File: src/hw/decode_pkg.sv
// decode front end shared definitions
// micro-op field widths, queue sizing, RV32 major opcodes and op classes

`default_nettype none

package decode_pkg;

    // datapath widths
    localparam int XLEN = 32;
    localparam int REG_W = 5;

    // micro-op queue sizing
    localparam int QUEUE_DEPTH = 4;
    localparam int PTR_W = 2;
    // one extra bit so a full queue is distinguishable from empty
    localparam int COUNT_W = 3;

    // funct3 codes needed by the RV32C expander
    localparam logic [2:0] F3_ADD = 3'b000;
    localparam logic [2:0] F3_LW = 3'b010;
    localparam logic [2:0] F3_SW = 3'b010;

    // RV32C quadrant field
    localparam logic [1:0] C_Q0 = 2'b00;
    localparam logic [1:0] C_Q1 = 2'b01;
    localparam logic [1:0] C_Q2 = 2'b10;

    // RV32C funct3 codes of the supported subset
    localparam logic [2:0] CF3_ADDI = 3'b000;
    localparam logic [2:0] CF3_LI = 3'b010;
    localparam logic [2:0] CF3_LW = 3'b010;
    localparam logic [2:0] CF3_SW = 3'b110;
    // shared by C.MV and C.ADD, bit 12 tells them apart
    localparam logic [2:0] CF3_MV_ADD = 3'b100;

    // RV32I major opcodes, instr[6:0]
    typedef enum logic [6:0] {
        OPCODE_LUI    = 7'b0110111,
        OPCODE_AUIPC  = 7'b0010111,
        OPCODE_JAL    = 7'b1101111,
        OPCODE_JALR   = 7'b1100111,
        OPCODE_BRANCH = 7'b1100011,
        OPCODE_LOAD   = 7'b0000011,
        OPCODE_STORE  = 7'b0100011,
        OPCODE_OP_IMM = 7'b0010011,
        OPCODE_OP     = 7'b0110011
    } opcode_e;

    // decoded operation class carried by each micro-op
    typedef enum logic [3:0] {
        OPC_ALU_IMM = 4'd0,
        OPC_ALU_REG = 4'd1,
        OPC_LOAD    = 4'd2,
        OPC_STORE   = 4'd3,
        OPC_BRANCH  = 4'd4,
        // JAL and JALR
        OPC_JUMP    = 4'd5,
        // LUI and AUIPC
        OPC_UPPER   = 4'd6,
        OPC_ILLEGAL = 4'd15
    } op_class_e;

endpackage

`default_nettype wire

File: src/hw/decode_frontend.sv
// decode front end top level
// decode stage feeding the micro-op queue, stall returned to fetch

`timescale 1ns/1ps
`default_nettype none

module decode_frontend (
    input  logic                         CLK,
    input  logic                         rst_n,
    input  logic                         fetch_valid,
    input  logic [decode_pkg::XLEN-1:0]  fetch_pc,
    input  logic [decode_pkg::XLEN-1:0]  fetch_instr,
    input  logic                         deq,
    input  logic                         flush,
    output logic                         stall,
    output logic                         out_valid,
    output logic [decode_pkg::XLEN-1:0]  out_pc,
    output logic [decode_pkg::XLEN-1:0]  out_instr,
    output logic                         out_compressed,
    output decode_pkg::op_class_e        out_class,
    output logic [decode_pkg::REG_W-1:0] out_rd,
    output logic [decode_pkg::REG_W-1:0] out_rs1,
    output logic [decode_pkg::REG_W-1:0] out_rs2,
    output logic [decode_pkg::XLEN-1:0]  out_imm,
    output logic                         out_reg_wen,
    output logic                         out_illegal
);
    import decode_pkg::*;

    // decode stage to queue
    logic             full;
    logic             queue_wen;
    logic [XLEN-1:0]  uop_pc;
    logic [XLEN-1:0]  uop_instr;
    logic             uop_compressed;
    op_class_e        uop_class;
    logic [REG_W-1:0] uop_rd;
    logic [REG_W-1:0] uop_rs1;
    logic [REG_W-1:0] uop_rs2;
    logic [XLEN-1:0]  uop_imm;
    logic             uop_reg_wen;
    logic             uop_illegal;

    decode_stage u_decode_stage (
        .fetch_valid    (fetch_valid),
        .fetch_pc       (fetch_pc),
        .fetch_instr    (fetch_instr),
        .full           (full),
        .stall          (stall),
        .queue_wen      (queue_wen),
        .uop_pc         (uop_pc),
        .uop_instr      (uop_instr),
        .uop_compressed (uop_compressed),
        .uop_class      (uop_class),
        .uop_rd         (uop_rd),
        .uop_rs1        (uop_rs1),
        .uop_rs2        (uop_rs2),
        .uop_imm        (uop_imm),
        .uop_reg_wen    (uop_reg_wen),
        .uop_illegal    (uop_illegal)
    );

    uop_queue u_uop_queue (
        .CLK            (CLK),
        .rst_n          (rst_n),
        .wen            (queue_wen),
        .deq            (deq),
        .flush          (flush),
        .uop_pc         (uop_pc),
        .uop_instr      (uop_instr),
        .uop_compressed (uop_compressed),
        .uop_class      (uop_class),
        .uop_rd         (uop_rd),
        .uop_rs1        (uop_rs1),
        .uop_rs2        (uop_rs2),
        .uop_imm        (uop_imm),
        .uop_reg_wen    (uop_reg_wen),
        .uop_illegal    (uop_illegal),
        .full           (full),
        .out_valid      (out_valid),
        .out_pc         (out_pc),
        .out_instr      (out_instr),
        .out_compressed (out_compressed),
        .out_class      (out_class),
        .out_rd         (out_rd),
        .out_rs1        (out_rs1),
        .out_rs2        (out_rs2),
        .out_imm        (out_imm),
        .out_reg_wen    (out_reg_wen),
        .out_illegal    (out_illegal)
    );

endmodule

`default_nettype wire

File: src/hw/decode_stage.sv
// decode stage
// expands compressed words, decodes, and raises the queue write strobe

`timescale 1ns/1ps
`default_nettype none

module decode_stage (
    input  logic                         fetch_valid,
    input  logic [decode_pkg::XLEN-1:0]  fetch_pc,
    input  logic [decode_pkg::XLEN-1:0]  fetch_instr,
    input  logic                         full,
    output logic                         stall,
    output logic                         queue_wen,
    output logic [decode_pkg::XLEN-1:0]  uop_pc,
    output logic [decode_pkg::XLEN-1:0]  uop_instr,
    output logic                         uop_compressed,
    output decode_pkg::op_class_e        uop_class,
    output logic [decode_pkg::REG_W-1:0] uop_rd,
    output logic [decode_pkg::REG_W-1:0] uop_rs1,
    output logic [decode_pkg::REG_W-1:0] uop_rs2,
    output logic [decode_pkg::XLEN-1:0]  uop_imm,
    output logic                         uop_reg_wen,
    output logic                         uop_illegal
);
    import decode_pkg::*;

    logic [XLEN-1:0] inst32;
    logic            c_ena;
    logic            c_illegal;
    logic [XLEN-1:0] dec_instr;
    op_class_e       dec_class;
    logic            dec_reg_wen;
    logic            dec_illegal;

    rvc_expander u_rvc_expander (
        .inst16    (fetch_instr[15:0]),
        .inst32    (inst32),
        .c_ena     (c_ena),
        .c_illegal (c_illegal)
    );

    // decoder sees the expanded word for compressed input
    assign dec_instr = c_ena ? inst32 : fetch_instr;

    scalar_decoder u_scalar_decoder (
        .instr    (dec_instr),
        .op_class (dec_class),
        .rd       (uop_rd),
        .rs1      (uop_rs1),
        .rs2      (uop_rs2),
        .imm      (uop_imm),
        .reg_wen  (dec_reg_wen),
        .illegal  (dec_illegal)
    );

    // an unsupported compressed form overrides whatever the decoder saw
    assign uop_class = c_illegal ? OPC_ILLEGAL : dec_class;
    assign uop_reg_wen = dec_reg_wen && !c_illegal;
    assign uop_illegal = dec_illegal || c_illegal;

    // original word and pc pass straight through
    assign uop_pc = fetch_pc;
    assign uop_instr = fetch_instr;
    assign uop_compressed = c_ena;

    // fetch holds its word while the queue is full
    assign stall = full;
    assign queue_wen = fetch_valid && !full;

endmodule

`default_nettype wire

File: src/hw/rvc_expander.sv
// RV32C expander
// rebuilds the 32-bit word for C.ADDI, C.LI, C.MV, C.ADD, C.LW and C.SW
// every other compressed encoding is flagged illegal

`timescale 1ns/1ps
`default_nettype none

module rvc_expander (
    input  logic [15:0]                 inst16,
    output logic [decode_pkg::XLEN-1:0] inst32,
    output logic                        c_ena,
    output logic                        c_illegal
);
    import decode_pkg::*;

    logic [1:0]  quad;
    logic [2:0]  cf3;
    // full-width register fields, CI and CR formats
    logic [4:0]  rd_full;
    logic [4:0]  rs2_full;
    // compact register fields mapped onto x8..x15
    logic [4:0]  rs1_prime;
    logic [4:0]  rd_prime;
    // sign-extended CI immediate
    logic [11:0] ci_imm;
    // zero-extended word offset for C.LW / C.SW
    logic [11:0] mem_off;

    assign quad = inst16[1:0];
    assign cf3 = inst16[15:13];
    assign rd_full = inst16[11:7];
    assign rs2_full = inst16[6:2];
    assign rs1_prime = {2'b01, inst16[9:7]};
    assign rd_prime = {2'b01, inst16[4:2]};
    assign ci_imm = {{6{inst16[12]}}, inst16[12], inst16[6:2]};
    // offset[6] = inst[5], offset[5:3] = inst[12:10], offset[2] = inst[6]
    assign mem_off = {5'b0, inst16[5], inst16[12:10], inst16[6], 2'b00};

    // 11 in the low bits marks a full 32-bit instruction
    assign c_ena = (quad != 2'b11);

    always_comb begin
        inst32 = '0;
        c_illegal = 1'b0;
        if (c_ena) begin
            // fall through to illegal unless a supported form matches
            c_illegal = 1'b1;
            case (quad)
                C_Q0: begin
                    if (cf3 == CF3_LW) begin
                        // lw rd', off(rs1')
                        inst32 = {mem_off, rs1_prime, F3_LW, rd_prime, OPCODE_LOAD};
                        c_illegal = 1'b0;
                    end else if (cf3 == CF3_SW) begin
                        // sw rs2', off(rs1'), offset split across S fields
                        inst32 = {mem_off[11:5], rd_prime, rs1_prime, F3_SW,
                                  mem_off[4:0], OPCODE_STORE};
                        c_illegal = 1'b0;
                    end
                end
                C_Q1: begin
                    if (cf3 == CF3_ADDI) begin
                        // addi rd, rd, imm
                        inst32 = {ci_imm, rd_full, F3_ADD, rd_full, OPCODE_OP_IMM};
                        c_illegal = 1'b0;
                    end else if (cf3 == CF3_LI) begin
                        // addi rd, x0, imm
                        inst32 = {ci_imm, 5'd0, F3_ADD, rd_full, OPCODE_OP_IMM};
                        c_illegal = 1'b0;
                    end
                end
                C_Q2: begin
                    // rs2 of zero would be C.JR / C.JALR / C.EBREAK, not kept
                    if (cf3 == CF3_MV_ADD && rs2_full != 5'd0) begin
                        if (inst16[12]) begin
                            // add rd, rd, rs2
                            inst32 = {7'b0, rs2_full, rd_full, F3_ADD, rd_full, OPCODE_OP};
                        end else begin
                            // add rd, x0, rs2
                            inst32 = {7'b0, rs2_full, 5'd0, F3_ADD, rd_full, OPCODE_OP};
                        end
                        c_illegal = 1'b0;
                    end
                end
                default: begin
                    c_illegal = 1'b1;
                end
            endcase
        end
    end

endmodule

`default_nettype wire

File: src/hw/scalar_decoder.sv
// RV32I scalar decoder
// classifies the major opcode and builds the matching immediate

`timescale 1ns/1ps
`default_nettype none

module scalar_decoder (
    input  logic [decode_pkg::XLEN-1:0]  instr,
    output decode_pkg::op_class_e        op_class,
    output logic [decode_pkg::REG_W-1:0] rd,
    output logic [decode_pkg::REG_W-1:0] rs1,
    output logic [decode_pkg::REG_W-1:0] rs2,
    output logic [decode_pkg::XLEN-1:0]  imm,
    output logic                         reg_wen,
    output logic                         illegal
);
    import decode_pkg::*;

    opcode_e         opcode;
    logic [XLEN-1:0] imm_i;
    logic [XLEN-1:0] imm_s;
    logic [XLEN-1:0] imm_b;
    logic [XLEN-1:0] imm_u;
    logic [XLEN-1:0] imm_j;
    // class allows a write before the rd == x0 check
    logic            wen_class;

    assign opcode = opcode_e'(instr[6:0]);

    // register fields are passed on raw
    assign rd = instr[11:7];
    assign rs1 = instr[19:15];
    assign rs2 = instr[24:20];

    // immediate formats, all sign-extended from bit 31
    assign imm_i = {{20{instr[31]}}, instr[31:20]};
    assign imm_s = {{20{instr[31]}}, instr[31:25], instr[11:7]};
    assign imm_b = {{19{instr[31]}}, instr[31], instr[7], instr[30:25], instr[11:8], 1'b0};
    assign imm_u = {instr[31:12], 12'b0};
    assign imm_j = {{11{instr[31]}}, instr[31], instr[19:12], instr[20], instr[30:21], 1'b0};

    always_comb begin
        op_class = OPC_ILLEGAL;
        imm = '0;
        wen_class = 1'b0;
        illegal = 1'b0;
        case (opcode)
            OPCODE_LUI, OPCODE_AUIPC: begin
                op_class = OPC_UPPER;
                imm = imm_u;
                wen_class = 1'b1;
            end
            OPCODE_JAL: begin
                op_class = OPC_JUMP;
                imm = imm_j;
                wen_class = 1'b1;
            end
            OPCODE_JALR: begin
                op_class = OPC_JUMP;
                imm = imm_i;
                wen_class = 1'b1;
            end
            OPCODE_BRANCH: begin
                op_class = OPC_BRANCH;
                imm = imm_b;
            end
            OPCODE_LOAD: begin
                op_class = OPC_LOAD;
                imm = imm_i;
                wen_class = 1'b1;
            end
            OPCODE_STORE: begin
                op_class = OPC_STORE;
                imm = imm_s;
            end
            OPCODE_OP_IMM: begin
                op_class = OPC_ALU_IMM;
                imm = imm_i;
                wen_class = 1'b1;
            end
            OPCODE_OP: begin
                op_class = OPC_ALU_REG;
                wen_class = 1'b1;
            end
            default: begin
                illegal = 1'b1;
            end
        endcase
    end

    // writes to x0 are dropped here
    assign reg_wen = wen_class && (rd != '0);

endmodule

`default_nettype wire

File: src/hw/uop_queue.sv
// micro-op queue
// in-order circular buffer of decoded micro-ops with flush

`timescale 1ns/1ps
`default_nettype none

module uop_queue (
    input  logic                         CLK,
    input  logic                         rst_n,
    input  logic                         wen,
    input  logic                         deq,
    input  logic                         flush,
    input  logic [decode_pkg::XLEN-1:0]  uop_pc,
    input  logic [decode_pkg::XLEN-1:0]  uop_instr,
    input  logic                         uop_compressed,
    input  decode_pkg::op_class_e        uop_class,
    input  logic [decode_pkg::REG_W-1:0] uop_rd,
    input  logic [decode_pkg::REG_W-1:0] uop_rs1,
    input  logic [decode_pkg::REG_W-1:0] uop_rs2,
    input  logic [decode_pkg::XLEN-1:0]  uop_imm,
    input  logic                         uop_reg_wen,
    input  logic                         uop_illegal,
    output logic                         full,
    output logic                         out_valid,
    output logic [decode_pkg::XLEN-1:0]  out_pc,
    output logic [decode_pkg::XLEN-1:0]  out_instr,
    output logic                         out_compressed,
    output decode_pkg::op_class_e        out_class,
    output logic [decode_pkg::REG_W-1:0] out_rd,
    output logic [decode_pkg::REG_W-1:0] out_rs1,
    output logic [decode_pkg::REG_W-1:0] out_rs2,
    output logic [decode_pkg::XLEN-1:0]  out_imm,
    output logic                         out_reg_wen,
    output logic                         out_illegal
);
    import decode_pkg::*;

    // payload storage, one array per field
    logic [XLEN-1:0]  pc_mem [QUEUE_DEPTH];
    logic [XLEN-1:0]  instr_mem [QUEUE_DEPTH];
    logic             comp_mem [QUEUE_DEPTH];
    op_class_e        class_mem [QUEUE_DEPTH];
    logic [REG_W-1:0] rd_mem [QUEUE_DEPTH];
    logic [REG_W-1:0] rs1_mem [QUEUE_DEPTH];
    logic [REG_W-1:0] rs2_mem [QUEUE_DEPTH];
    logic [XLEN-1:0]  imm_mem [QUEUE_DEPTH];
    logic             wen_mem [QUEUE_DEPTH];
    logic             ill_mem [QUEUE_DEPTH];

    logic [PTR_W-1:0]   rd_ptr;
    logic [PTR_W-1:0]   wr_ptr;
    logic [COUNT_W-1:0] count;
    logic               do_read;

    assign out_valid = (count != '0);
    assign full = (count == COUNT_W'(QUEUE_DEPTH));
    // deq only counts against a valid head
    assign do_read = deq && out_valid;

    // pointers wrap naturally, depth is a power of two
    always_ff @(posedge CLK or negedge rst_n) begin
        if (!rst_n) begin
            rd_ptr <= '0;
            wr_ptr <= '0;
            count <= '0;
        end else if (flush) begin
            // same-cycle write is dropped
            rd_ptr <= '0;
            wr_ptr <= '0;
            count <= '0;
        end else begin
            if (wen) begin
                wr_ptr <= wr_ptr + 1'b1;
            end
            if (do_read) begin
                rd_ptr <= rd_ptr + 1'b1;
            end
            case ({wen, do_read})
                2'b10: count <= count + 1'b1;
                2'b01: count <= count - 1'b1;
                default: count <= count;
            endcase
        end
    end

    // write side
    always_ff @(posedge CLK) begin
        if (wen && !flush) begin
            pc_mem[wr_ptr] <= uop_pc;
            instr_mem[wr_ptr] <= uop_instr;
            comp_mem[wr_ptr] <= uop_compressed;
            class_mem[wr_ptr] <= uop_class;
            rd_mem[wr_ptr] <= uop_rd;
            rs1_mem[wr_ptr] <= uop_rs1;
            rs2_mem[wr_ptr] <= uop_rs2;
            imm_mem[wr_ptr] <= uop_imm;
            wen_mem[wr_ptr] <= uop_reg_wen;
            ill_mem[wr_ptr] <= uop_illegal;
        end
    end

    // head of queue, qualified by out_valid
    assign out_pc = pc_mem[rd_ptr];
    assign out_instr = instr_mem[rd_ptr];
    assign out_compressed = comp_mem[rd_ptr];
    assign out_class = class_mem[rd_ptr];
    assign out_rd = rd_mem[rd_ptr];
    assign out_rs1 = rs1_mem[rd_ptr];
    assign out_rs2 = rs2_mem[rd_ptr];
    assign out_imm = imm_mem[rd_ptr];
    assign out_reg_wen = wen_mem[rd_ptr];
    assign out_illegal = ill_mem[rd_ptr];

endmodule

`default_nettype wire

File: config.mk
export PLATFORM = sky130hd
export DESIGN_NAME = decode_frontend
export DESIGN_NICKNAME = d
export VERILOG_FILES = /design/src/hw/decode_pkg.sv /design/src/hw/decode_frontend.sv /design/src/hw/decode_stage.sv /design/src/hw/rvc_expander.sv /design/src/hw/scalar_decoder.sv /design/src/hw/uop_queue.sv
export SDC_FILE = /design/constraint.sdc
export NUM_CORES = 1
export LEC_CHECK = 0
export BUFFER_PORTS_ARGS = -buffer_cell sky130_fd_sc_hd__buf_4
export CAP_MARGIN = 20
export CELL_PAD_IN_SITES_DETAIL_PLACEMENT = 0
export CELL_PAD_IN_SITES_GLOBAL_PLACEMENT = 1
export CORE_MARGIN = 2
export CORE_UTILIZATION = 46
export DETAILED_ROUTE_END_ITERATION = 8
export GPL_TIMING_DRIVEN = 0
export HOLD_SLACK_MARGIN = 0.05
export PLACE_DENSITY_LB_ADDON = 0.1
export SETUP_SLACK_MARGIN = 0.05
export SKIP_CTS_REPAIR_TIMING = 1
export SYNTH_ARGS = -nofsm -noshare
export SYNTH_HDL_FRONTEND = slang
export SYNTH_SLANG_ARGS = --single-unit
File: constraint.sdc
create_clock -name CLK -period 4.2 [get_ports CLK]
set_clock_uncertainty 0.15 [all_clocks]
set_input_delay 0.63 -clock CLK [delete_from_list [all_inputs] [get_ports CLK]]
set_output_delay 0.63 -clock CLK [all_outputs]
set_load 0.01 [all_outputs]
* Word level (Yosys, flattened, before mapping)
Memories as Yosys holds them, arrays and structs flattened. Index checks and enable logic that the tools add are counted.
Storage, ports and cells: flip-flop bits (word level) 7, bits in writable memories 472, input port bits 69, output and inout bits 120, logic and storage cells 86, memories 10
Cells by class: add/subtract/negate cells 4, eq/ne operators 18, multiplexer cells 28, reductions and logical operators 23
Memory list:
- u_uop_queue.imm_mem | depth 4, bits a word 32, rd ports 1, clocked after memory_dff 0, wr ports 1, RTL line uop_queue.sv:46 | logic [XLEN-1:0] imm_mem [QUEUE_DEPTH];
- u_uop_queue.instr_mem | depth 4, bits a word 32, rd ports 1, clocked after memory_dff 0, wr ports 1, RTL line uop_queue.sv:40 | logic [XLEN-1:0] instr_mem [QUEUE_DEPTH];
- u_uop_queue.pc_mem | depth 4, bits a word 32, rd ports 1, clocked after memory_dff 0, wr ports 1, RTL line uop_queue.sv:39 | logic [XLEN-1:0] pc_mem [QUEUE_DEPTH];
- u_uop_queue.rd_mem | depth 4, bits a word 5, rd ports 1, clocked after memory_dff 0, wr ports 1, RTL line uop_queue.sv:43 | logic [REG_W-1:0] rd_mem [QUEUE_DEPTH];
- u_uop_queue.rs1_mem | depth 4, bits a word 5, rd ports 1, clocked after memory_dff 0, wr ports 1, RTL line uop_queue.sv:44 | logic [REG_W-1:0] rs1_mem [QUEUE_DEPTH];
- u_uop_queue.rs2_mem | depth 4, bits a word 5, rd ports 1, clocked after memory_dff 0, wr ports 1, RTL line uop_queue.sv:45 | logic [REG_W-1:0] rs2_mem [QUEUE_DEPTH];
- 4 more memories
Operators with widths (number):
- one-hot mux 32 bit (5 select lines) | 1
- 2-to-1 mux 32 bit | 3
- one-hot mux 32 bit (3 select lines) | 1
- 2-to-1 mux 27 bit | 2
- one-hot mux 4 bit (7 select lines) | 1
- 2-to-1 mux 25 bit | 1
- equality test 7 x 6 -> 1 bit, second input constant | 3
- equality test 7 bit, second input constant | 3
- 2-to-1 mux 20 bit | 1
- equality test 7 x 5 -> 1 bit, second input constant | 2
- 2-to-1 mux 1 bit | 10
- nonzero test 5 bit | 2
- equality test 3 bit, second input constant | 3
- OR reduction 9 bit | 1
- 2-to-1 mux 2 bit | 4
- equality test 7 x 2 -> 1 bit, second input constant | 1
- OR reduction 7 bit | 1
- logical AND 1 bit | 6
- one-hot mux 3 bit (2 select lines) | 1
- nonzero test 3 bit | 2
- adder 2 x 1 -> 2 bit, second input constant | 2
- equality test 2 x 1 -> 1 bit, second input constant | 2
- equality test 2 bit, second input constant | 2
- 2-to-1 mux 4 bit | 1
- other kinds (13) | 17

* Logic depth before layout (Yosys ltp)
depth in word-level cells 10, gate-level depth with buffers 8, depth with buffers taken out 7

* By module
A second synthesis with hierarchy kept.
Second synthesis, totals: cell total of the unflattened synthesis 957, area, all modules 19940.4 sq um
Modules (own cells, without submodules):
- uop_queue | times used 1, cells an instance 667, area each 17518.1 sq um, sequential area each 14348.8 sq um
- decode_stage | times used 1, cells an instance 108, area each 1076.0 sq um, sequential area each 0.0 sq um
- scalar_decoder | times used 1, cells an instance 99, area each 740.7 sq um, sequential area each 0.0 sq um
- rvc_expander | times used 1, cells an instance 83, area each 605.6 sq um, sequential area each 0.0 sq um

* Least setup slack after synthesis
No wires, ideal clock.
path type register to register, start reg u_uop_queue.count[2], end mem u_uop_queue.class_mem[0][0] (netlist name) (enable), library setup time 0.491 ns, arrival time 3.799 ns, required time 3.559 ns, setup slack -0.241 ns, cell stages (with the launch flop) 6, buffers on the path 1, period minus slack after synthesis 4.441 ns, cell sequence dfrtp_1 or3b_2 clkbuf_1 nand2_1 nor2_1 and2_1
Between the ends: word-level cells in the longest chain between the ends 6
Ends and longest elaborated chain:
- from (decl) | RTL line uop_queue.sv:52 | logic [COUNT_W-1:0] count;
- from (signal assigned) | RTL line uop_queue.sv:79 | 2'b10: count <= count + 1'b1;
- from (signal assigned) | RTL line uop_queue.sv:80 | 2'b01: count <= count - 1'b1;
- from (signal assigned) | RTL line uop_queue.sv:81 | default: count <= count;
- equality test 3 bit | RTL line uop_queue.sv:56 | assign full = (count == COUNT_W'(QUEUE_DEPTH));
- zero test 1 bit | RTL line decode_stage.sv:68 | assign queue_wen = fetch_valid && !full;
- logical AND 1 bit | RTL line decode_stage.sv:68
- logical AND 1 bit | RTL line uop_queue.sv:88 | if (wen && !flush) begin
- 2-to-1 mux 1 bit | RTL line uop_queue.sv:88
- 2-to-1 mux 1 bit (not written as such) | RTL line uop_queue.sv:92 | class_mem[wr_ptr] <= uop_class;
- to (decl) | RTL line uop_queue.sv:42 | op_class_e class_mem [QUEUE_DEPTH];
Every way passes these cells.

* Worst setup path in the final report
start reg u_uop_queue.rd_ptr[1], end out out_instr[1] (netlist name)
Between the ends: word-level cells in the longest chain between the ends 1
Ends and longest elaborated chain:
- from (decl) | RTL line uop_queue.sv:50 | logic [PTR_W-1:0] rd_ptr;
- from (signal assigned) | RTL line uop_queue.sv:76 | rd_ptr <= rd_ptr + 1'b1;
- memory read (4 x 32 bit)
- to (decl) | RTL line decode_frontend.sv:18 | output logic [decode_pkg::XLEN-1:0] out_instr,
Every way passes these cells.

==> out/results.tsv <==
metric	value	unit
CTS Buf Count	49	
first-pass GRT wire length	60070	um
CP Cell Sequence	clkbuf_1 > clkbuf_1 > mux4_2 > buf_4	
Peak Freq	265.6	MHz
I/O pins	189	
Seq/Total Area, Yosys	0.7737	
Post-Syn Area	18550	um2
fin crit share	0.8963	
area grow syn2layout	20.58	%
CTS sink cnt	479	
Yosys Warn Count	0	
chip width	204.8	um
most frequent CP cell	clkbuf_1	
crit-path max FO	10	
Hold Crit Depth	1	
slowest CP cell	clkbuf_1	
Post-Route WL	40560	um
status	finished clean	
Worst setup EP type	primary output	
TritonRoute pass-1 iters	5	
GRT Util Overall	0.1970	
synthesized flop and latch total	479	
Clk pwr share	0.320	
Die Height	204.8	um
VDD IR max	0.0003210	V
Core Util, Final	0.5628	
Skew-Pair Late Insertion Delay	0.58	ns
Yosys top cell area share	0.7642	
commonest non-fill, non-tap cells in the layout	edfxtp_1, buf_4, mux4_2	
port bufs	187	
DP HPWL	26270	um
Antenna Nets Post-Route	0	
family with the most delay on the worst path	buffers and inverters	
cell taking the most area after synthesis	edfxtp_1	
clock buffer depth	3	
DRC	0	
syn avg cell area	22.26	um2
Post-synth ARST share	0.01461	
Max Cap Viol	0	
sequential share of power	0.442	
CTS root buffer	clkbuf_16	
Worst-Margin Slew	1.012	ns
final net count	1155	
initial antenna violation count	0	
Switch Pwr	3.341	mW
die area	41940	um2
Startpoint Class	flop	
Row Count	73	
Static Leak	7.453	nW
commonest non-fill, non-tap cell in the layout	edfxtp_1	
Final Setup Violations	0	
worst r2r path cells	7	
DRT iter0 DRCs	605	
vias in the first global route	9382	
Starting Density	0.4668	
largest net degree at the start of global routing	55	
detailed-route via count	9108	
Cell Int Power	9.470	mW
Setup TNS Final	0	ns
Worst Setup Slack, final	0.4355	ns
H-tree depth	2	
pwr dens	572.9	nW/um2
GRT overflow	0	
Period minus WS final	3.765	ns
CP Data Arrival Time	2.98	ns
worst path required time	3.42	ns
ratio of cells with drive above 1 in the final layout	0.3784	
post-synth cell types	69	
Post-synth EDFFs	472	
TritonCTS clock tree	done	
Worst slew margin	0.3254	
max-slew violation count	0	
Via density	5.544	
Mapped Nets	907	
slowest stage delay, CP	0.71	ns
pre-CTS WS	0.7350	ns
antenna cells	0	
CP bufs+invs	3	
synth top area cells	edfxtp_1, mux4_2, dfrtp_1	
Post-Synthesis Cells	833	
CORE AREA	39730	um2
Clock transition at path regs	0.06	ns
critical path class	flop to primary output	
combinational fraction of design power	0.238	
final hold vios	0	
RSZ-0062 raised after global routing	no	
Hold Path Class	input pin to flop	
gpl congestion	0.7863	
switching share of power	0.2608	
stages on the worst setup path	4	
top_reg_cell synth	edfxtp_1	
Wirelength per Cell	24.68	um
[cell families (layout without fill, tap and decap cells)]
kind of cell             count (synthesis)  in the layout  synth area share
flip-flops                             479            479            0.7737
multiplexers                           121            121            0.1450
AO/OA/AOI/OAI                           84             84           0.03495
AND/OR/NAND/NOR                         76             76           0.02442
buffers and inverters                   62            347           0.01538
XOR/XNOR                                 6              6          0.002834
adder cells (fa/ha/maj)                  5              5          0.003778
[sequential cells by signal, indices dropped and copies added (netlist names)]
signal                 count
u_uop_queue.imm_mem      128
u_uop_queue.instr_mem    128
u_uop_queue.pc_mem       128
u_uop_queue.rd_mem        20
u_uop_queue.rs1_mem       20
u_uop_queue.rs2_mem       20
u_uop_queue.class_mem     16
u_uop_queue.comp_mem       4
u_uop_queue.ill_mem        4
u_uop_queue.wen_mem        4
u_uop_queue.count          3
u_uop_queue.rd_ptr         2
u_uop_queue.wr_ptr         2
[synthesized netlist by cell type (3+ instances only)]
master,number
o21ai_0,8
mux4_2,118
nor2_1,18
buf_2,12
nand3_1,4
nor3b_1,4
buf_1,5
dfrtp_1,7
buf_6,5
a211oi_1,4
ha_1,4
a21oi_1,9
clkbuf_1,18
xor2_1,3
nor3_1,3
inv_1,22
nand4_1,3
o22ai_1,22
edfxtp_1,472
and2_1,7
nand2_1,16
a22oi_1,7
xnor2_1,3
[worst paths after layout]
| path | from | endpoint | slack (ns) |
|---|---|---|---|
| setup / recovery | u_uop_queue.rd_ptr[1]$_DFFE_PN0P_ | out_instr[1] | 0.44 |
| hold / removal | fetch_pc[12] | u_uop_queue.pc_mem[0][12]$_DFFE_PP_ | 0.1 |
| setup reg to reg | u_uop_queue.count[2]$_DFFE_PN0P_ | u_uop_queue.instr_mem[0][3]$_DFFE_PP_ | 1.33 |
| hold reg to reg | u_uop_queue.wr_ptr[1]$_DFFE_PN0P_ | u_uop_queue.wr_ptr[1]$_DFFE_PN0P_ | 0.43 |
| max in group asynchronous | rst_n | u_uop_queue.count[0]$_DFFE_PN0P_ | 3.53 |
| min in group asynchronous | rst_n | u_uop_queue.rd_ptr[1]$_DFFE_PN0P_ | 0.25 |
[metal layers]
metal	part of all wire	routed length [um]	vias up	global-route usage
met5	0	0	-	0
met1	0.43	17470	4772	0.2724
met4	0.021	864	0	0.06004
met3	0.055	2238	62	0.03659
li1	-	-	4031	-
met2	0.49	19990	243	0.3209
[stage by stage]
step	hold slack, ns	cell area [um2]	power [mW]	std cells
2_1_floorplan	0.1844	18550	7.503	833
6_report	0.09686	22360	12.81	1643
4_1_cts	-0.3367	22340	13.00	1641
3_3_place_gp	0.3001	20610	8.856	1545
3_5_place_dp	0.2994	20840	8.890	1553
5_1_grt	0.07826	22360	13.35	1643
[final cells by class]
type                            count  area (um2)
Tap cell                          525       656.9
Clock inverter                     26       206.4
Multi-Input combinational cell    292        3923
Clock buffer                       62        1296
Buffer                             40       203.9
Inverter                           22       82.58
Timing Repair Buffer              197        1645
Fill cell                        3042       17370
Sequential cell                   479       14350
[power by group through the flow]
| stage | clock [mW] | sequential, mW | combinational [mW] |
|---|---|---|---|
| 3_5_place_dp | 0 | 5.77 | 3.12 |
| 4_1_cts | 4.20 | 5.67 | 3.13 |
| 3_3_place_gp | 0 | 5.79 | 3.06 |
| 6_report | 4.10 | 5.67 | 3.05 |
| 2_1_floorplan | 0 | 5.76 | 1.75 |
| 5_1_grt | 4.37 | 5.69 | 3.29 |
No activity file was read; power rests on OpenSTA's default activity.
